===== src/source/axi_mem_pkg.sv =====
package axi_mem_pkg;

  localparam int ADDR_W     = 32;
  localparam int DATA_W     = 32;
  localparam int STRB_W     = DATA_W / 8;
  localparam int MEM_WORDS  = 256; // byte range 0 to 1023.
  localparam int WORD_IDX_W = 8;
  localparam int LAT_W      = 3; // extra delay of 0 to 7 cycles.

  localparam logic [7:0] LFSR_SEED = 8'hAA;

  typedef enum logic [1:0] {
    OKAY   = 2'd0,
    SLVERR = 2'd2
  } resp_e;

  typedef enum logic [1:0] {
    RD_IDLE,
    RD_WAIT,
    RD_RESP
  } rd_state_e;

  typedef enum logic [2:0] {
    WR_IDLE,
    WR_GOT_ADDR,
    WR_GOT_DATA,
    WR_WAIT,
    WR_RESP
  } wr_state_e;

  typedef enum logic {
    GNT_FETCH,
    GNT_DATA
  } grant_e;

  typedef struct packed {
    logic [ADDR_W-1:0] addr;
  } ar_t;

  typedef struct packed {
    logic [ADDR_W-1:0] addr;
  } aw_t;

  typedef struct packed {
    logic [DATA_W-1:0] data;
    logic [STRB_W-1:0] strb;
  } w_t;

  typedef struct packed {
    logic [DATA_W-1:0] data;
    resp_e             resp;
  } r_t;

  typedef struct packed {
    resp_e resp;
  } b_t;

endpackage


===== src/source/lfsr8.sv =====
`timescale 1ns/1ps

module lfsr8 (
  input  logic       clk,
  input  logic       rstn,
  output logic [7:0] out
);

  // taps for x^8 + x^6 + x^5 + x^4 + 1, shifted right.
  localparam logic [7:0] TAPS = 8'hB8;

  logic [7:0] next_val;

  always_comb begin
    next_val = {1'b0, out[7:1]};
    if (out[0]) begin
      next_val = next_val ^ TAPS; // feedback into tapped bits.
    end
  end

  always_ff @(posedge clk) begin
    if (rstn) begin
      out <= axi_mem_pkg::LFSR_SEED;
    end else begin
      out <= next_val; // nonzero seed keeps it off the all-zero state.
    end
  end

endmodule


===== config.mk =====
export PLATFORM = sky130hd
export DESIGN_NAME = lfsr8
export DESIGN_NICKNAME = d
export VERILOG_FILES = /design/src/source/axi_mem_pkg.sv /design/src/source/lfsr8.sv
export SDC_FILE = /design/constraint.sdc
export NUM_CORES = 1
export LEC_CHECK = 0
export BUFFER_PORTS_ARGS = -buffer_cell sky130_fd_sc_hd__buf_2
export CORE_AREA = 4 4 41 43
export CTS_CLUSTER_DIAMETER = 80
export DETAILED_ROUTE_END_ITERATION = 10
export DIE_AREA = 0 0 45 47
export PLACE_DENSITY = 0.48
export SLEW_MARGIN = 20
export SYNTH_ARGS = -nofsm -noshare
export SYNTH_HDL_FRONTEND = slang
export SYNTH_SLANG_ARGS = --single-unit

===== constraint.sdc =====
create_clock -name clk -period 0.8 [get_ports clk]
set_input_delay 0.08 -clock clk [delete_from_list [all_inputs] [get_ports clk]]
set_output_delay 0.08 -clock clk [all_outputs]
set_load 0.005 [all_outputs]

==> results.py <==
metrics = {
    "outcome": {
        "status": "finished with violations",
        "violations": "negative setup slack",
    },
    "synth": {
        "synth.largest_area_cell": "sky130_fd_sc_hd__dfxtp_1",
        "ys_top_cells_by_area": "sky130_fd_sc_hd__dfxtp_1 59%, sky130_fd_sc_hd__buf_4 14%, sky130_fd_sc_hd__xnor2_1 9.7%",
        "gate_count_of_the_mapped_netlist": 24,
        "post_synth_instance_area_sq_um": 272,
        "syn_nets": 26,
        "share_of_the_synthesized_area_in_the_top_cell_type_pct": 59.0,
        "seq_area_frac_synth_pct": 59.0,
        "postSynthRegisterBits": 8,
        "ys_types": 7,
        "yosys_warnings": 0,
        "avgSynthCellArea_sq_um": 11.3,
    },
    "floorplan": {
        "io-pin-count": 10,
        "floorplan.initialDensity_pct": 20.9,
        "rows": 13,
        "die_h_microns": 47,
        "die-width_microns": 45,
        "fp.dieArea_sq_um": 2120,
        "placeableCoreArea_sq_um": 1300,
    },
    "setup_path": {
        "wp_data_required_ps": 720,
        "data_arrival_critical_path_ps": 720,
        "path_cells": "buf_6",
        "rr_worst_depth": 3,
        "worst_path_dominant_cell_family": "flip-flops",
        "critical_path.endpoint_type": "output port",
        "cp_max_fo": 5,
        "cpPeakStageDelay_ps": 360,
        "count_of_cell_instances_traversed_by_the_critical_path": 1,
        "setup.worst_path.class": "flip-flop to output port",
        "crit_path_start_kind": "flip-flop",
        "critical_path.n_buffers_inverters": 1,
        "slowest_stage": "sky130_fd_sc_hd__dfxtp_4",
    },
    "cells_and_area": {
        "areaGrowthSynthToFinish_pct": 29.0,
        "sequential_cell_area_sq_um": 170,
        "antenna-diode-count": 0,
        "layout_top_registers": "out (8)",
        "drive_above_1_share_pct": 59.4,
        "multi_input_area_sq_um": 73.8,
        "fillCellCount": 151,
        "layout.nets": 36,
        "largest_reg_flops": 8,
        "reg_with_most_ffs": "out",
        "finish.instance_area_sq_um": 350,
    },
    "sta": {
        "worstMarginPinSlew_ps": 135,
        "relSlewSlack_pct": 90.9,
        "timing.setup.tns_ps": -3.96,
        "report.final.setup_viol": 1,
        "fin_crit_ps": 804,
        "postLayoutSetupSlackWorst_ps": -3.96,
        "skew_ps": 2.34,
        "finalHoldViolCount": 0,
        "final-max-slew-violation-count": 0,
        "max_frequency_mhz": 1240,
        "unrepaired_setup_endpoints_after_global_routing": "yes",
        "fin_crit_sh_pct": 100,
    },
    "pwr": {
        "sequentialPowerShare_pct": 53.3,
        "power.leakage_nw": 0.147,
        "clk_pwr_share_pct": 34.2,
        "power_switching_w": 0.000193,
        "p_per_area_nw_per_um2": 2500,
        "combPwrFrac_pct": 12.4,
        "internal_power_w": 0.000684,
        "swShare_pct": 22.0,
        "vdd_drop_max_uv": 689,
    },
    "clocking": {
        "cts-htree-levels": 1,
        "clkLatencyLatePin_ps": 250,
        "clock_tree.root_cell": "sky130_fd_sc_hd__clkbuf_4",
        "clock_sink_total": 8,
        "cts_tree": "done",
        "tritoncts.num_buffers": 3,
        "max-clock-path-buffers": 2,
        "cts.reportedPaths.clkPinSlew_ps": 50,
    },
    "global_routing": {
        "grt_start_max_net_pins": 9,
        "grt_remaining_overflow": 0,
        "grt_first_pass_wirelength_microns": 779,
        "track_usage_pct": 5.72,
        "grt_antenna_before_repair": 0,
        "via_count_of_the_first_global_routing_pass": 173,
    },
    "placement": {
        "detailed_place_hpwl_microns": 326,
        "numPortBuffers": 9,
        "globalplace.congestion": 0.651,
        "pre_cts_ws_ps": 49.1,
        "dpl_cell_area_sq_um": 298,
    },
    "flow_run": {
        "cap_viol_max_count": 0,
    },
    "routing": {
        "antenna_violating_nets_post_route": 0,
        "detailedRoute.firstIterationViolations": 0,
        "router_iterations_before_antenna_repair": 1,
        "route.detailed.wl_per_inst_microns": 9.70,
        "viasPerCell": 3.55,
        "vias": 167,
        "route.final.wire_length_microns": 456,
        "drc_errors": 0,
    },
    "hold_path": {
        "holdCritPathClass": "input port to flip-flop",
        "hold_depth": 2,
    },
}
cell type report:
cell class | instances | share of cell area (%)
Multi-Input combinational cell | 11 | 21.1
Tap cell | 15 | 5.36
Timing Repair Buffer | 10 | 18.6
Sequential cell | 8 | 48.6
Clock buffer | 3 | 6.43
power groups by stage:
stage / clock network (W) / logic (W) / registers [W]
2_1_floorplan: 0 / 0.0000752 / 0.000469
3_3_place_gp: 0 / 0.0000939 / 0.000467
3_5_place_dp: 0 / 0.0000941 / 0.000471
4_1_cts: 0.000327 / 0.0000988 / 0.000468
5_1_grt: 0.000333 / 0.000121 / 0.000474
6_report: 0.000300 / 0.000109 / 0.000468
synthesized netlist by cell type:
master                     instances
sky130_fd_sc_hd__dfxtp_1           8
sky130_fd_sc_hd__nand2b_1          2
sky130_fd_sc_hd__nor2b_1           3
sky130_fd_sc_hd__nor2_1            1
sky130_fd_sc_hd__buf_4             5
sky130_fd_sc_hd__xnor2_1           3
sky130_fd_sc_hd__or2_1             2
path summary, 6_finish.rpt:
kind                     startpoint           endpoint  slack (ps)
setup reg to reg  out[5]$_SDFF_PP1_  out[4]$_SDFF_PP0_          80
setup / recovery  out[0]$_SDFF_PP0_             out[0]          -4
hold / removal                 rstn  out[6]$_SDFF_PP0_          80
hold reg to reg   out[2]$_SDFF_PP0_  out[1]$_SDFF_PP1_         430
through the flow:
step | total power (W) | cells | util [%] | hold slack, ps
floorplan | 0.000544 | 24 | - | 152
global placement | 0.000561 | 43 | 22.9 | 325
detailed placement | 0.000565 | 43 | 22.9 | 346
CTS | 0.000893 | 46 | 25.7 | 61.2
global route | 0.000928 | 47 | 26.9 | 95.3
finish | 0.000877 | 47 | 26.9 | 77.9
layout by cell type, fill, tap and decap left out, drive strengths merged:
cell type / netlist / routed
buf: 5 / 10
dfxtp: 8 / 8
nor2b: 3 / 3
xnor2: 3 / 3
clkbuf: 0 / 3
or2: 2 / 2
nand2b: 2 / 2
nor2: 1 / 1
kinds of logic after synthesis:
group / Yosys count / share of synthesized area, %
xor gates and xnor gates: 3 / 9.68
buffers and inverters: 5 / 13.8
DFF: 8 / 59.0
and+or+nand+nor: 8 / 17.5
per-layer routing:
| metal | wire length [microns] | vias up | global-route usage [%] |
|---|---|---|---|
| met4 | 0 | 0 | 5.26 |
| met3 | 51 | 0 | 4.60 |
| li1 | - | 84 | - |
| met5 | 0 | - | 0 |
| met1 | 234 | 73 | 6.93 |
| met2 | 170 | 10 | 5.93 |
what timing repair did:
item | 4_1_cts | 5_1_grt
buffers inserted | 0 | 1
gates resized for setup | 6 | 3
endpoints found under the setup margin | 4 | 5
hold buffers | 0 | 0
No activity file was read; power rests on OpenSTA's default activity.
