`src/source/axi_mem_pkg.sv`:
```
package axi_mem_pkg;

  localparam int ADDR_W     = 32;
  localparam int DATA_W     = 32;
  localparam int STRB_W     = DATA_W / 8;
  localparam int MEM_WORDS  = 256; // byte range 0 to 1023.
  localparam int WORD_IDX_W = 8;
  localparam int LAT_W      = 3; // extra delay of 0 to 7 cycles.

  localparam logic [7:0] LFSR_SEED = 8'hAA;

  typedef enum logic [1:0] {
    OKAY   = 2'd0,
    SLVERR = 2'd2
  } resp_e;

  typedef enum logic [1:0] {
    RD_IDLE,
    RD_WAIT,
    RD_RESP
  } rd_state_e;

  typedef enum logic [2:0] {
    WR_IDLE,
    WR_GOT_ADDR,
    WR_GOT_DATA,
    WR_WAIT,
    WR_RESP
  } wr_state_e;

  typedef enum logic {
    GNT_FETCH,
    GNT_DATA
  } grant_e;

  typedef struct packed {
    logic [ADDR_W-1:0] addr;
  } ar_t;

  typedef struct packed {
    logic [ADDR_W-1:0] addr;
  } aw_t;

  typedef struct packed {
    logic [DATA_W-1:0] data;
    logic [STRB_W-1:0] strb;
  } w_t;

  typedef struct packed {
    logic [DATA_W-1:0] data;
    resp_e             resp;
  } r_t;

  typedef struct packed {
    resp_e resp;
  } b_t;

endpackage

```
`src/source/axi_read_arbiter.sv`:
```
`timescale 1ns/1ps

module axi_read_arbiter (
  input  logic              clk,
  input  logic              rstn,
  // fetch master
  input  axi_mem_pkg::ar_t  f_ar,
  input  logic              f_arvalid,
  output logic              f_arready,
  output axi_mem_pkg::r_t   f_r,
  output logic              f_rvalid,
  input  logic              f_rready,
  // data master
  input  axi_mem_pkg::ar_t  d_ar,
  input  logic              d_arvalid,
  output logic              d_arready,
  output axi_mem_pkg::r_t   d_r,
  output logic              d_rvalid,
  input  logic              d_rready,
  input  axi_mem_pkg::aw_t  d_aw,
  input  logic              d_awvalid,
  output logic              d_awready,
  input  axi_mem_pkg::w_t   d_w,
  input  logic              d_wvalid,
  output logic              d_wready,
  output axi_mem_pkg::b_t   d_b,
  output logic              d_bvalid,
  input  logic              d_bready,
  // slave side
  output axi_mem_pkg::ar_t  s_ar,
  output logic              s_arvalid,
  input  logic              s_arready,
  input  axi_mem_pkg::r_t   s_r,
  input  logic              s_rvalid,
  output logic              s_rready,
  output axi_mem_pkg::aw_t  s_aw,
  output logic              s_awvalid,
  input  logic              s_awready,
  output axi_mem_pkg::w_t   s_w,
  output logic              s_wvalid,
  input  logic              s_wready,
  input  axi_mem_pkg::b_t   s_b,
  input  logic              s_bvalid,
  output logic              s_bready
);

  logic                busy;
  axi_mem_pkg::grant_e owner;
  axi_mem_pkg::grant_e prio;
  axi_mem_pkg::grant_e pick;
  axi_mem_pkg::grant_e sel;

  // round robin among the requesters, prio breaks a tie.
  always_comb begin
    if (f_arvalid && d_arvalid) begin
      pick = prio;
    end else if (f_arvalid) begin
      pick = axi_mem_pkg::GNT_FETCH;
    end else begin
      pick = axi_mem_pkg::GNT_DATA;
    end
  end

  assign sel = busy ? owner : pick;

  assign s_ar      = (sel == axi_mem_pkg::GNT_FETCH) ? f_ar : d_ar;
  assign s_arvalid = !busy && (f_arvalid || d_arvalid);
  assign f_arready = !busy && (sel == axi_mem_pkg::GNT_FETCH) && s_arready;
  assign d_arready = !busy && (sel == axi_mem_pkg::GNT_DATA) && s_arready;

  assign f_r      = s_r;
  assign d_r      = s_r;
  assign f_rvalid = busy && (owner == axi_mem_pkg::GNT_FETCH) && s_rvalid;
  assign d_rvalid = busy && (owner == axi_mem_pkg::GNT_DATA) && s_rvalid;
  assign s_rready = busy && ((owner == axi_mem_pkg::GNT_FETCH) ? f_rready : d_rready);

  always_ff @(posedge clk) begin
    if (rstn) begin
      busy  <= 1'b0;
      owner <= axi_mem_pkg::GNT_DATA;
      prio  <= axi_mem_pkg::GNT_DATA;
    end else if (s_arvalid && s_arready) begin
      busy  <= 1'b1; // locked until the R transfer.
      owner <= sel;
    end else if (s_rvalid && s_rready) begin
      busy <= 1'b0;
      prio <= (owner == axi_mem_pkg::GNT_FETCH) ? axi_mem_pkg::GNT_DATA
                                               : axi_mem_pkg::GNT_FETCH;
    end
  end

  // writes come only from the data port.
  assign s_aw      = d_aw;
  assign s_awvalid = d_awvalid;
  assign d_awready = s_awready;
  assign s_w       = d_w;
  assign s_wvalid  = d_wvalid;
  assign d_wready  = s_wready;
  assign d_b       = s_b;
  assign d_bvalid  = s_bvalid;
  assign s_bready  = d_bready;

endmodule

```
`config.mk`:
```
export PLATFORM = sky130hd
export DESIGN_NAME = axi_read_arbiter
export DESIGN_NICKNAME = d
export VERILOG_FILES = /design/src/source/axi_mem_pkg.sv /design/src/source/axi_read_arbiter.sv
export SDC_FILE = /design/constraint.sdc
export NUM_CORES = 1
export LEC_CHECK = 0
export ABC_AREA = 0
export BUFFER_PORTS_ARGS = -buffer_cell sky130_fd_sc_hd__buf_2
export CAP_MARGIN = 10
export CORE_AREA = 2 2 140 142
export CTS_CLUSTER_SIZE = 14
export DETAILED_ROUTE_END_ITERATION = 12
export DIE_AREA = 0 0 142 144
export PLACE_DENSITY_LB_ADDON = 0.3
export SYNTH_ARGS = -nofsm -noshare
export SYNTH_HDL_FRONTEND = slang
export SYNTH_SLANG_ARGS = --single-unit
```
`constraint.sdc`:
```
create_clock -name clk -period 1.75 [get_ports clk]
set_clock_uncertainty 0.05 [all_clocks]
set_input_delay 0.4375 -clock clk [delete_from_list [all_inputs] [get_ports clk]]
set_output_delay 0.4375 -clock clk [all_outputs]
set_load 0.005 [all_outputs]
```
==> impl_results.md <==
* Crit path max fanout at 5
* Clock Path Buffers at 2
* Critical R2R Launch: prio
* CP delay by family, top: multiplexers
* Min cycle time layout at 2.16 ns
* Top FF cell, synth: dfxtp_1
* Die width at 142 um
* Multi-input logic area at 636 um2
* Drt pass-1 iters at 4
* CTS sink cnt at 3
* Vias in the first global route at 1,216
* Worst setup margin at -0.411 ns
* Psw at 0.275 mW
* PnR Total Power at 1.05 mW
* Starting Density at 0.0883
* Final hold vios at 0
* Layout Utilization at 0.105
* Register Area at 61.3 um2
* Worst-path clk slew at 0.03 ns
* Post-Syn Area at 1680 um2
* Switching Share at 0.263
* Routed wl met2 at 3180 um
* Post-DR vias/cell at 2.70
* # diodes at 0
* Post-synth net total at 387
* Setup violations, final at 32
* Finished Cell Area at 2010 um2
* GRT Total Usage at 0.0564
* Largest net degree at the start of global routing at 15
* Core area at 19,100 um2
* Leakage at 0.948 nW
* Top post-synthesis cells by area: buf_4 64%, mux2_2 21%, dfxtp_1 3.6%, buf_6 2.0%, mux2i_4 1.3%
* RSZ-0062 raised after global routing: true
* Layout cells sized above 1 at 0.883
* Final worst path period share at 1.23
* Post-layout nets at 363
* Routed Antenna Nets at 0
* Internal power at 0.772 mW
* Initial drt markers at 34
* Failing checks: negative setup slack
* Avg Synthesized Cell Area at 8.22 um2
* First-pass GRT wire length at 8180 um
* Fillers at 2,199
* Synth cell types at 21
* Top Ports at 364
* Fmax achieved at 463 MHz
* Flops & latches, synth at 3
* Logic gate share of total power at 0.582
* Clock power frac at 0.342
* Drt drc at 0
* Vias at 1,130
* Met3 Routed Length at 647 um
* Startpoint types: flip-flop
* Max Cap Viol at 0
* Synth top area share at 0.642
* Rel. slew slack at 0.855
* Critical path buffers and inverters at 3
* Cell Rows at 51
* Dpl cell area at 1550 um2
* Layout area overhead at 19.2%
* Gate Count Post-Synth at 205
* VDD IR-drop max at 0.000210 V
* R2R setup slack at 0.36 ns
* Status: finished with violations
* Yosys warning total at 0
* Worst hold start: rstn
* Sequential share of power at 0.075
* Crit path cell chain: a21bo_4 -> mux2i_4 -> buf_12 -> clkbuf_16 -> mux2_4 -> buf_6
* PortBufs at 109
* Initial antenna violation count at 0
* Crit. Startpoint: prio
* DIE HEIGHT at 144 um
* Die area at 20,400 um2
* Power Density at 521 nW/um2
* Critical path endpoint category: output pin
* DR top layer: met4
* Wire length on met1 at 2410 um
* # H-tree levels at 1
* Routed WL at 6540 um
* Slowest stage delay, CP at 0.31 ns
* DR WL/cell at 15.7 um
* Dominant cell type by area after synthesis: buf_4
* Max-slew violation count at 0
* Hold slack at 0.363 ns
* CTS Root Cell: clkbuf_16
* Slew @ Worst Pin at 0.216 ns
* Detailed-placement wirelength estimate at 5430 um
* CTS tree: built
* Worst skew pair latency at 0.22 ns
* Hold Crit Class: primary input to flip-flop
* Crit path kind: flip-flop to output pin
* CP max-delay cell: dfxtp_2
* Ys async rst share at 0
* Setup TNS at -12.46 ns
* Most common cell in the synthesized netlist: buf_4
* EDFF count, synth at 0
* CTS Buf Count at 3
* WP data required at 1.26 ns
* Routability Congestion at 0.731
* Crit path arrival time at 1.67 ns
* Grt total ovfl at 0
* Sequential share of the synthesized area at 0.0357
* Synth top cells by count: 144 x buf_4, 32 x mux2_2, 4 x nor2_1, 3 x buf_6, 3 x dfxtp_1
-- final timing paths --
kind | to | cells after the start
max | s_ar[14] | 6
min | busy | 2
max reg2reg | owner | 6
min reg2reg | prio | 2
-- state kept, by name, indices dropped and copies added, names as in the netlist --
| signal | count |
|---|---|
| busy | 1 |
| owner | 1 |
| prio | 1 |
-- routing by layer --
| metal | global-route usage | vias up |
|---|---|---|
| li1 | - | 459 |
| met1 | 0.0585 | 486 |
| met2 | 0.0959 | 133 |
| met3 | 0.0219 | 52 |
| met4 | 0.0363 | 0 |
| met5 | 0 | - |
-- through the flow --
stage          setup slack (ns)  instances
6_report                 -0.411        418
5_1_grt                  -0.463        418
4_1_cts                  -0.441        415
3_5_place_dp             -0.457        409
3_3_place_gp             -0.436        409
2_1_floorplan            -0.146        205
-- cell type report --
type,instances,area share
sequential,3,0.0305
inverter,2,0.00374
multi-input combinational,52,0.317
tap,238,0.148
clock buffer,4,0.0393
timing repair buffer,119,0.461
-- placed cells by master, fill, tap and decap left out --
cell	count
o21bai_1	1
nand2b_1	1
nor2_1	4
nand2_1	1
clkbuf_16	5
mux2_4	32
buf_16	1
clkbuf_1	1
or2_2	1
o211ai_1	1
o21ai_0	2
nor2b_1	2
buf_4	4
a21oi_1	1
inv_1	2
a21o_1	1
buf_12	3
buf_6	34
nand4_1	1
dfxtp_1	2
and3_1	1
a21bo_4	1
buf_2	75
mux2i_4	2
dfxtp_2	1
-- power groups by stage --
stage / Sequential, mW / Combinational (mW) / Clock, mW
after global placement: 0.0798 / 0.427 / 0
after floorplan: 0.0787 / 0.471 / 0
after detailed placement: 0.0798 / 0.430 / 0
after global routing: 0.0796 / 0.650 / 0.375
final: 0.0789 / 0.609 / 0.358
after CTS: 0.0792 / 0.548 / 0.365
-- cell families after synthesis --
| family | after synthesis | synth area share |
|---|---|---|
| simple gates | 11 | 0.0334 |
| buf+inv | 150 | 0.669 |
| compound gates | 7 | 0.0282 |
| flops | 3 | 0.0357 |
| mux | 34 | 0.233 |
-- what timing repair did --
item | in CTS | in global routing
setup buffers | 1 | 1
hold buffers | 0 | 0
resized for setup | 33 | 17
endpoints found under the setup margin | 32 | 33
cloned | 1 | 2
Power figures use the tool's default switching activity.
