**config.mk**
```make
export PLATFORM = sky130hd
export DESIGN_NAME = axi_sram_slave
export DESIGN_NICKNAME = d
export VERILOG_FILES = /design/src/source/axi_mem_pkg.sv /design/src/source/axi_sram_slave.sv
export SDC_FILE = /design/constraint.sdc
export NUM_CORES = 1
export LEC_CHECK = 0
export BUFFER_PORTS_ARGS = -buffer_cell sky130_fd_sc_hd__buf_2
export CORE_ASPECT_RATIO = 0.9
export CORE_UTILIZATION = 40
export CTS_CLUSTER_DIAMETER = 60
export DETAILED_ROUTE_END_ITERATION = 7
export HOLD_SLACK_MARGIN = 0.08
export PLACE_DENSITY = 0.71
export SLEW_MARGIN = 25
export SYNTH_ARGS = -nofsm -noshare
export SYNTH_HDL_FRONTEND = slang
export SYNTH_SLANG_ARGS = --single-unit
```
**constraint.sdc**
```tcl
create_clock -name clk -period 2.64 [get_ports clk]
set_input_delay 0.132 -clock clk [delete_from_list [all_inputs] [get_ports clk]]
set_output_delay 0.132 -clock clk [all_outputs]
set_load 0.02 [all_outputs]
```
**src/source/axi_mem_pkg.sv**
```systemverilog
package axi_mem_pkg;

  localparam int ADDR_W     = 32;
  localparam int DATA_W     = 32;
  localparam int STRB_W     = DATA_W / 8;
  localparam int MEM_WORDS  = 256; // byte range 0 to 1023.
  localparam int WORD_IDX_W = 8;
  localparam int LAT_W      = 3; // extra delay of 0 to 7 cycles.

  localparam logic [7:0] LFSR_SEED = 8'hAA;

  typedef enum logic [1:0] {
    OKAY   = 2'd0,
    SLVERR = 2'd2
  } resp_e;

  typedef enum logic [1:0] {
    RD_IDLE,
    RD_WAIT,
    RD_RESP
  } rd_state_e;

  typedef enum logic [2:0] {
    WR_IDLE,
    WR_GOT_ADDR,
    WR_GOT_DATA,
    WR_WAIT,
    WR_RESP
  } wr_state_e;

  typedef enum logic {
    GNT_FETCH,
    GNT_DATA
  } grant_e;

  typedef struct packed {
    logic [ADDR_W-1:0] addr;
  } ar_t;

  typedef struct packed {
    logic [ADDR_W-1:0] addr;
  } aw_t;

  typedef struct packed {
    logic [DATA_W-1:0] data;
    logic [STRB_W-1:0] strb;
  } w_t;

  typedef struct packed {
    logic [DATA_W-1:0] data;
    resp_e             resp;
  } r_t;

  typedef struct packed {
    resp_e resp;
  } b_t;

endpackage

```
**src/source/axi_sram_slave.sv**
```systemverilog
`timescale 1ns/1ps

module axi_sram_slave (
  input  logic                               clk,
  input  logic                               rstn,
  input  axi_mem_pkg::ar_t                   ar,
  input  logic                               arvalid,
  output logic                               arready,
  output axi_mem_pkg::r_t                    r,
  output logic                               rvalid,
  input  logic                               rready,
  input  axi_mem_pkg::aw_t                   aw,
  input  logic                               awvalid,
  output logic                               awready,
  input  axi_mem_pkg::w_t                    w,
  input  logic                               wvalid,
  output logic                               wready,
  output axi_mem_pkg::b_t                    b,
  output logic                               bvalid,
  input  logic                               bready,
  input  logic [7:0]                         rand_val,
  output logic [axi_mem_pkg::WORD_IDX_W-1:0] mem_rd_idx,
  input  logic [axi_mem_pkg::DATA_W-1:0]     mem_rd_data,
  output logic                               mem_wr_en,
  output logic [axi_mem_pkg::WORD_IDX_W-1:0] mem_wr_idx,
  output logic [axi_mem_pkg::DATA_W-1:0]     mem_wr_data,
  output logic [axi_mem_pkg::STRB_W-1:0]     mem_wr_strb
);

  axi_mem_pkg::rd_state_e        rd_state;
  axi_mem_pkg::wr_state_e        wr_state;
  logic [axi_mem_pkg::LAT_W-1:0] rd_cnt;
  logic [axi_mem_pkg::LAT_W-1:0] wr_cnt;
  logic [axi_mem_pkg::ADDR_W-1:0] raddr;
  logic [axi_mem_pkg::ADDR_W-1:0] waddr;
  axi_mem_pkg::w_t               wbuf;
  logic                          aw_hs;
  logic                          w_hs;
  logic                          rd_fire;
  logic                          wr_fire;

  function automatic logic in_range(input logic [axi_mem_pkg::ADDR_W-1:0] addr);
    return addr < axi_mem_pkg::MEM_WORDS * 4;
  endfunction

  assign arready = (rd_state == axi_mem_pkg::RD_IDLE);
  assign rvalid  = (rd_state == axi_mem_pkg::RD_RESP);
  assign awready = (wr_state == axi_mem_pkg::WR_IDLE) || (wr_state == axi_mem_pkg::WR_GOT_DATA);
  assign wready  = (wr_state == axi_mem_pkg::WR_IDLE) || (wr_state == axi_mem_pkg::WR_GOT_ADDR);
  assign bvalid  = (wr_state == axi_mem_pkg::WR_RESP);

  assign aw_hs   = awvalid && awready;
  assign w_hs    = wvalid && wready;
  assign rd_fire = (rd_state == axi_mem_pkg::RD_WAIT) && (rd_cnt == '0);
  assign wr_fire = (wr_state == axi_mem_pkg::WR_WAIT) && (wr_cnt == '0);

  assign mem_rd_idx  = raddr[axi_mem_pkg::WORD_IDX_W+1:2]; // word aligned.
  assign mem_wr_idx  = waddr[axi_mem_pkg::WORD_IDX_W+1:2];
  assign mem_wr_data = wbuf.data;
  assign mem_wr_strb = wbuf.strb;
  assign mem_wr_en   = wr_fire && in_range(waddr); // out of range writes are dropped.

  always_ff @(posedge clk) begin
    if (rstn) begin
      rd_state <= axi_mem_pkg::RD_IDLE;
      rd_cnt   <= '0;
    end else begin
      case (rd_state)
        axi_mem_pkg::RD_IDLE: begin
          if (arvalid) begin
            rd_cnt   <= rand_val[axi_mem_pkg::LAT_W-1:0];
            rd_state <= axi_mem_pkg::RD_WAIT;
          end
        end
        axi_mem_pkg::RD_WAIT: begin
          if (rd_fire) begin
            rd_state <= axi_mem_pkg::RD_RESP;
          end else begin
            rd_cnt <= rd_cnt - 1'b1;
          end
        end
        axi_mem_pkg::RD_RESP: begin
          if (rready) begin
            rd_state <= axi_mem_pkg::RD_IDLE;
          end
        end
        default: rd_state <= axi_mem_pkg::RD_IDLE;
      endcase
    end
  end

  always_ff @(posedge clk) begin
    if (arvalid && arready) begin
      raddr <= ar.addr;
    end
    if (rd_fire) begin
      r.data <= in_range(raddr) ? mem_rd_data : '0;
      r.resp <= in_range(raddr) ? axi_mem_pkg::OKAY : axi_mem_pkg::SLVERR;
    end
  end

  always_ff @(posedge clk) begin
    if (rstn) begin
      wr_state <= axi_mem_pkg::WR_IDLE;
      wr_cnt   <= '0;
    end else begin
      case (wr_state)
        axi_mem_pkg::WR_IDLE: begin
          if (aw_hs && w_hs) begin
            wr_cnt   <= rand_val[axi_mem_pkg::LAT_W-1:0];
            wr_state <= axi_mem_pkg::WR_WAIT;
          end else if (aw_hs) begin
            wr_state <= axi_mem_pkg::WR_GOT_ADDR;
          end else if (w_hs) begin
            wr_state <= axi_mem_pkg::WR_GOT_DATA;
          end
        end
        axi_mem_pkg::WR_GOT_ADDR, axi_mem_pkg::WR_GOT_DATA: begin
          if (aw_hs || w_hs) begin // the missing half arrived.
            wr_cnt   <= rand_val[axi_mem_pkg::LAT_W-1:0];
            wr_state <= axi_mem_pkg::WR_WAIT;
          end
        end
        axi_mem_pkg::WR_WAIT: begin
          if (wr_fire) begin
            wr_state <= axi_mem_pkg::WR_RESP;
          end else begin
            wr_cnt <= wr_cnt - 1'b1;
          end
        end
        axi_mem_pkg::WR_RESP: begin
          if (bready) begin
            wr_state <= axi_mem_pkg::WR_IDLE;
          end
        end
        default: wr_state <= axi_mem_pkg::WR_IDLE;
      endcase
    end
  end

  always_ff @(posedge clk) begin
    if (aw_hs) begin
      waddr <= aw.addr;
    end
    if (w_hs) begin
      wbuf <= w;
    end
    if (wr_fire) begin
      b.resp <= in_range(waddr) ? axi_mem_pkg::OKAY : axi_mem_pkg::SLVERR;
    end
  end

endmodule

```
==> flow_summary.ini, run 1 <==
[cts]
cts-resized-gates = 0
clk_latency_ns = 0.41
post_cts_buffers = 0
clkTransAtPathRegs_ns = 0.06
cts_root_buf = clkbuf_16
cts_buffers = 17
cts_tree = done
htree_num_levels = 4
clockBufferDepth = 2
cts_sinks = 141

[finish]
seqCellArea_mm2 = 0.00412
diodes = 0
most-common-layout-cells = buf_2, dlygate4sd3_1, edfxtp_1
fin_nets = 809
design_area_mm2 = 0.00823
layout-drive-gt1-share_pct = 39.3
syn_to_final_growth_pct = 62.3
n_fill_cell = 810
multiInputGateArea_um2 = 759
stdcell_count = 831
final_common_cell = buf_2

[timing]
setup-tns-final_ns = 0
setup_viol = 0
finalHoldViolCount = 0
finalWorstPathRequiredPeriod_ns = 2.33
fin_crit_sh_pct = 88.3
finalClockSkew_ns = 0.00604
slew_viol_final = 0
hold_slack_ns = 0.106
max_freq_mhz = 429
rsz0062_at_grt = no

[drt]
wire_per_inst_um = 15.0
ant_nets = 0
dr.first_iter.drc_count = 197
drc_errors = 0
via_count = 3742
dr.pass1.iters = 4
finalWirelength_um = 12500
via_per_inst = 4.50

[critical_path]
path_max_fanout = 2
startpoint_type = flip-flop
critPathKind = reg -> out
crit_arrival_ns = 2.20
crit_required_ns = 2.51
end_kind = primary output

[synth]
synthTopCellsByArea = edfxtp_1, and2_1, dfxtp_1
yosysTopAreaCell = edfxtp_1
synthSimpleGateAreaFrac_pct = 10.8
postSynth.asyncResetShare_pct = 0
syn_area_mm2 = 0.00507
synth_top_cell_area_share_pct = 77.0
seq_area_frac_synth_pct = 81.4
synth_compound_area_share_pct = 3.06
ys.warnings.count = 0
synth_seq_cells = 141
synth_edf_count = 130
synth-xor-area-share_pct = 0
synthMuxAreaShare_pct = 0
netlist_instances = 294
synth_flop_cell = edfxtp_1
avgSynthCellArea_um2 = 17.2
synthAdderAreaFrac_pct = 0.988
ys_types = 31
synth_top_family_by_area = simple AND/OR/NAND/NOR gates

[die]
die_w_um = 121
die_y_um = 109
start_util_pct = 41.5
io_pins = 241
rows = 38
die-area_mm2 = 0.0131
core_area_mm2 = 0.0122

[grt]
grt_overflow = 0
antenna_found_initial = 0
use_met3_pct = 7.01
gr-max-usage-layer = met2
grtUsageTotal_pct = 19.6
grt_pass1_wl_um = 18800
met2_usage_pct = 36.7
met1_usage_pct = 20.0
grt_pass1_vias = 3936
grt_max_degree = 37

[power_and_ir_drop]
power_density_mw_per_mm2 = 741
vdd_drop_max_mv = 0.522
power_uw = 6100
p_leak_uw = 0.00334

[worst_hold_path]
hold_path.class = in -> reg

[placed_design]
post-dp-hpwl_um = 7520
placed_cells = 664
numPortBuffers = 229
gp_congestion = 0.735
place_area_mm2 = 0.00629

[job]
drv_cap = 0

[run_status]
status = completed
## state kept, by name (all words and copies together), names as in the netlist
| signal | cells |
|---|---|
| mem_wr_data | 32 |
| wr_cnt | 3 |
| r | 33 |
| raddr | 30 |
| waddr | 30 |
| wr_state | 3 |
| mem_wr_strb | 4 |
| b | 1 |
| rd_state | 2 |
| rd_cnt | 3 |
## through the flow
stage | utilization (%) | setup WS, ns
floorplan | - | 0.444
global placement | 51.5 | 0.762
detailed placement | 51.5 | 0.761
CTS | 67.3 | 0.301
global route | 67.3 | 0.217
finish | 67.3 | 0.310
## report_power, final
part           total [µW]  internal, µW  switching, µW
Clock                2320          1470            855
Combinational         939           399            540
Sequential           2840          2740           93.2
Total                6100          4610           1490
## worst max-delay path: stages, from the launching register on
cell and delay [ns]:
edfxtp_1 0.36, or4_1 0.52, or4_4 0.50, nor3_2 0.22, buf_2 0.20
## area by class of cell
cell class	instances	area share, %
Clock buffer	19	5.26
Clock inverter	13	1.81
Inverter	7	0.319
Multi-Input combinational cell	122	9.23
Sequential cell	141	50.1
Tap cell	160	2.43
Timing Repair Buffer	369	30.8
## Yosys cell counts, types with 4 or more instances
cell type / instances
edfxtp_1: 130
and2_1: 38
buf_4: 18
nor2_1: 14
a21oi_1: 11
dfxtp_1: 11
nand2b_1: 9
nor4_1: 9
clkbuf_1: 7
inv_1: 7
a211oi_1: 6
ha_1: 4
nor2b_1: 4
## routing by layer
layer / part of all wire [%] / wire length [µm]
met5: 0 / 0
met1: 37 / 4600
met3: 7.0 / 874
met2: 55 / 6820
met4: 1.6 / 195
## final timing paths
| path | slack [ns] | endpoint | from | cells past startpoint |
|---|---|---|---|---|
| min | 0.11 | rd_cnt[2]$_SDFFE_PP0P_ | rand_val[2] | 3 |
| max | 0.31 | mem_wr_en | waddr[28]$_DFFE_PP_ | 4 |
| max reg2reg | 0.56 | wr_cnt[0]$_SDFFE_PP0P_ | wr_cnt[0]$_SDFFE_PP0P_ | 7 |
| min reg2reg | 0.47 | wr_cnt[1]$_SDFFE_PP0P_ | wr_cnt[1]$_SDFFE_PP0P_ | 2 |
## kinds of logic after synthesis
family          Yosys count
flops                   141
simple gates             91
buf+inv                  32
compound gates           25
fa+ha+maj                 4
other cells               1
## repair_timing
action	in CTS	in global routing
endpoints found under the setup margin	0	0
hold buffers	135	0
hold endpoints to repair	139	0
Power figures use the tool's default switching activity.
==> run 2, diff against run 1 <==
CORE_UTILIZATION = 46   (was 40)
PLACE_DENSITY = 0.79   (was 0.71)
==> run 2 against run 1 <==
The run now fails in 4_1_cts. Synthesized cell count unchanged. Synthesized area unchanged.
==> flow_summary.ini, run 2 <==
[run_status]
status = aborted with a tool error
haltStage = 4_1_cts
firstError = [ERROR RSZ-0060] Max buffer count reached.

[cts]
cts_sinks = 141
clockBufferDepth = 2
htree_num_levels = 4
post_cts_buffers = 0
cts-resized-gates = 0
cts_hold_buf = 133
cts_root_buf = clkbuf_16
cts_buffers = 17

[synth]
yosysTopAreaCell = edfxtp_1
syn_area_mm2 = 0.00507
postSynth.asyncResetShare_pct = 0
post-synth-top-count-cell = edfxtp_1
synth_flop_cell = edfxtp_1
synthTopCellsByArea = edfxtp_1, and2_1, dfxtp_1
avgSynthCellArea_um2 = 17.2
ys.warnings.count = 0
ys_types = 31
synth_top_cell_area_share_pct = 77.0
netlist_instances = 294
synth_edf_count = 130
synth_seq_cells = 141
yosys-top-cells-count = edfxtp_1, and2_1, buf_4
seq_area_frac_synth_pct = 81.4

[placed_design]
place_ws_ns = 0.776
numPortBuffers = 229
post-dp-hpwl_um = 7150
gp_congestion = 0.778

[die]
io_pins = 241
die_w_um = 113
rows = 35
die_y_um = 102
start_util_pct = 48.4
run 2: logic make-up after synthesis:
kind of cell,count (synthesis),share of synthesized area [%]
and+or+nand+nor,91,10.8
other,1,0.0740
AOI/OAI and AO/OA,25,3.06
DFF,141,81.4
adders and majority gates,4,0.988
buffers and inverters,32,3.70
run 2: metrics by stage:
step                std cells  hold WS, ns  cell area [µm²]  util, %
floorplan                 295        0.204             5070        -
global placement          633        0.309             6250     59.8
detailed placement        633        0.310             6250     59.8
==> run 3, diff against run 2 <==
CORE_ASPECT_RATIO = unset   (was 0.9)
CORE_UTILIZATION = 40   (was 46)
CTS_CLUSTER_DIAMETER = unset   (was 60)
HOLD_SLACK_MARGIN = unset   (was 0.08)
PLACE_DENSITY = unset   (was 0.79)
PLACE_DENSITY_LB_ADDON = 0.15   (was unset)
==> run 3 against run 2 <==
The run now ends clean.
==> flow_summary.ini, run 3 (synthesis results as in run 1) <==
[critical_path]
cpPeakStageDelay_ns = 0.52
cp_cell_sequence = or4_1 > or4_4 > nor3_2 > buf_2
crit_buf_inv = 1
crit_family = simple AND/OR/NAND/NOR gates
crit_slowest_cell = or4_1
crit_required_ns = 2.51
critPathKind = reg -> out
end_kind = primary output
r2r_slack_ns = 0.92
crit_arrival_ns = 2.16
regToRegStartpoint = rd_cnt[0]$_SDFFE_PP0P_
path_max_fanout = 2
cp-startpoint = waddr[28]$_DFFE_PP_
startpoint_type = flip-flop
reg2reg_to = rd_cnt[0]$_SDFFE_PP0P_
reg2regPathDepth = 7

[power_and_ir_drop]
pwr-share-comb_pct = 14.7
vdd_drop_max_mv = 0.536
switchingPower_uw = 1480
clockPowerShare_pct = 40.2
p_leak_uw = 0.00333
power_frac_seq_pct = 45.1
power_density_mw_per_mm2 = 766
p_int_uw = 4800
p_sw_share_pct = 23.6

[finish]
post-route-util_pct = 67.5
final_common_cell = buf_2
syn_to_final_growth_pct = 61.9
fin_nets = 800
layout-drive-gt1-share_pct = 40.1
top_register = r
diodes = 0
largest_reg_flops = 33
most-common-layout-cells = buf_2, edfxtp_1, dlygate4sd3_1

[placed_design]
gp_congestion = 0.703
numPortBuffers = 229
post-dp-hpwl_um = 6930

[drt]
ant_nets = 0
dr.pass1.iters = 4
wire_per_inst_um = 14.2
via_per_inst = 4.37
finalWirelength_um = 11800
dr.first_iter.drc_count = 231
drc_errors = 0
via_count = 3625

[timing]
finalHoldViolCount = 0
setup-tns-final_ns = 0
max-slew-margin-rel_pct = 66.5
worst_pin_slew_ns = 0.503
finalWorstPathRequiredPeriod_ns = 2.29
setup_viol = 0
fin_crit_sh_pct = 86.8
finalClockSkew_ns = 0.00993
rsz0062_at_grt = no
max_freq_mhz = 437
slew_viol_final = 0

[grt]
gr-max-usage-layer = met2
grt_pass1_vias = 3738
grt_max_degree = 37
antenna_found_initial = 0
grt_pass1_wl_um = 17900
met1_usage_pct = 20.1
use_met3_pct = 6.19
grt_overflow = 0
met2_usage_pct = 32.4
grtUsageTotal_pct = 18.4

[worst_hold_path]
worstHoldEndpoint = rd_state[1]$_SDFFE_PP0P_
hold_path.class = in -> reg
min_from = rready
hold_depth = 4

[die]
core_area_mm2 = 0.0122
io_pins = 241
rows = 40
start_util_pct = 41.7
die_y_um = 115
die_w_um = 115
die-area_mm2 = 0.0131

[cts]
htree_num_levels = 4
cts-resized-gates = 0
clkTransAtPathRegs_ns = 0.06
clockBufferDepth = 2
cts_root_buf = clkbuf_16
clk_latency_ns = 0.42
cts_tree = done
cts_buffers = 17
cts_sinks = 141

[run_status]
status = completed

[job]
drv_cap = 0
## run 3: worst max path at each step
stage                                           to  cells after the start  slack [ns]
final                                    mem_wr_en                      4        0.35
after global routing                     mem_wr_en                      5        0.26
after CTS                                mem_wr_en                      4        0.33
after detailed placement                 mem_wr_en                      4        0.79
after global placement                   mem_wr_en                      4        0.79
after floorplan           mem_wr_data[0]$_DFFE_PP_                      3        0.44
## run 3: repair_timing
item	4_1_cts	5_1_grt
hold buffers	126	0
buffers inserted	0	0
endpoints found under the hold margin	126	0
## run 3: tightest hold or removal path: stages
cell and delay (ns):
buf_2 0.10, inv_1 0.04, a21oi_1 0.06, nor2_1 0.07
## run 3: metrics by stage
stage | instance area, µm² | total power [µW] | setup slack, ns | hold WS (ns) | cells
floorplan | 5070 | 3350 | 0.444 | 0.204 | 295
global placement | 6320 | 3620 | 0.794 | 0.308 | 672
detailed placement | 6320 | 3640 | 0.793 | 0.310 | 672
CTS | 8210 | 6310 | 0.332 | 0.000198 | 829
global route | 8210 | 6520 | 0.261 | 0.00900 | 829
finish | 8210 | 6280 | 0.349 | 0.0214 | 829
## run 3: final cells by class
class                      instances  area [µm²]
clock inverter                    12         195
tap                              168         210
timing repair buffer             360        2460
sequential                       141        4120
multi-input combinational        122         759
clock buffer                      19         433
inverter                           7        26.3
fill                             864        3960
## run 3: per-layer routing
layer,wire (µm),vias to the layer above
li1,-,1781
met1,4610,1685
met2,6150,143
met3,813,16
met4,197,0
met5,0,-
## run 3: power by group through the flow
stage	registers, µW	clock network (µW)	logic (µW)
after floorplan	3010	0	343
after global placement	2860	0	760
after detailed placement	2870	0	768
after CTS	2830	2560	920
after global routing	2860	2660	996
final	2830	2530	923
==> run 4, diff against run 3 <==
CORE_MARGIN = 2   (was unset)
CORE_UTILIZATION = 46   (was 40)
==> run 4 against run 3 <==
The flow now stops in 4_1_cts. Synthesized cell count did not move. Synthesized area did not move.
==> flow_summary.ini, run 4 <==
[run_status]
status = aborted with a tool error
haltStage = 4_1_cts
firstError = [ERROR RSZ-0060] Max buffer count reached.

[synth]
ys.warnings.count = 0
synth_seq_cells = 141
yosysTopAreaCell = edfxtp_1
synth_edf_count = 130
synthTopCellsByArea = edfxtp_1, and2_1, dfxtp_1
yosys-top-cells-count = edfxtp_1, and2_1, buf_4
netlist_instances = 294
seq_area_frac_synth_pct = 81.4
post-synth-top-count-cell = edfxtp_1
syn_area_mm2 = 0.00507
synth_flop_cell = edfxtp_1
synth_top_cell_area_share_pct = 77.0
ys_types = 31
postSynth.asyncResetShare_pct = 0
avgSynthCellArea_um2 = 17.2

[placed_design]
gp_congestion = 0.724
post-dp-hpwl_um = 7470
numPortBuffers = 229

[die]
die_w_um = 109
io_pins = 241
rows = 38
die_y_um = 109
start_util_pct = 47.0

[cts]
cts_root_buf = clkbuf_8
htree_num_levels = 4
cts_buffers = 17
clockBufferDepth = 2
post_cts_buffers = 0
cts_hold_buf = 135
cts_sinks = 141
cts-resized-gates = 0
==> run 4: cell counts after synthesis <==
Identical to the previous run, type by type.
==> run 4: cells by family after synthesis <==
kind of cell	share of synthesized area (%)
compound gates	3.06
fa+ha+maj	0.988
buf+inv	3.70
flops	81.4
other cells	0.0740
simple gates	10.8
==> run 4: per-stage QoR <==
stage	utilization [%]	hold WS (ns)	setup slack, ns	area, µm²	instances
after floorplan	-	0.204	0.444	5070	295
after global placement	58.1	0.308	0.763	6270	644
after detailed placement	58.1	0.310	0.786	6270	644
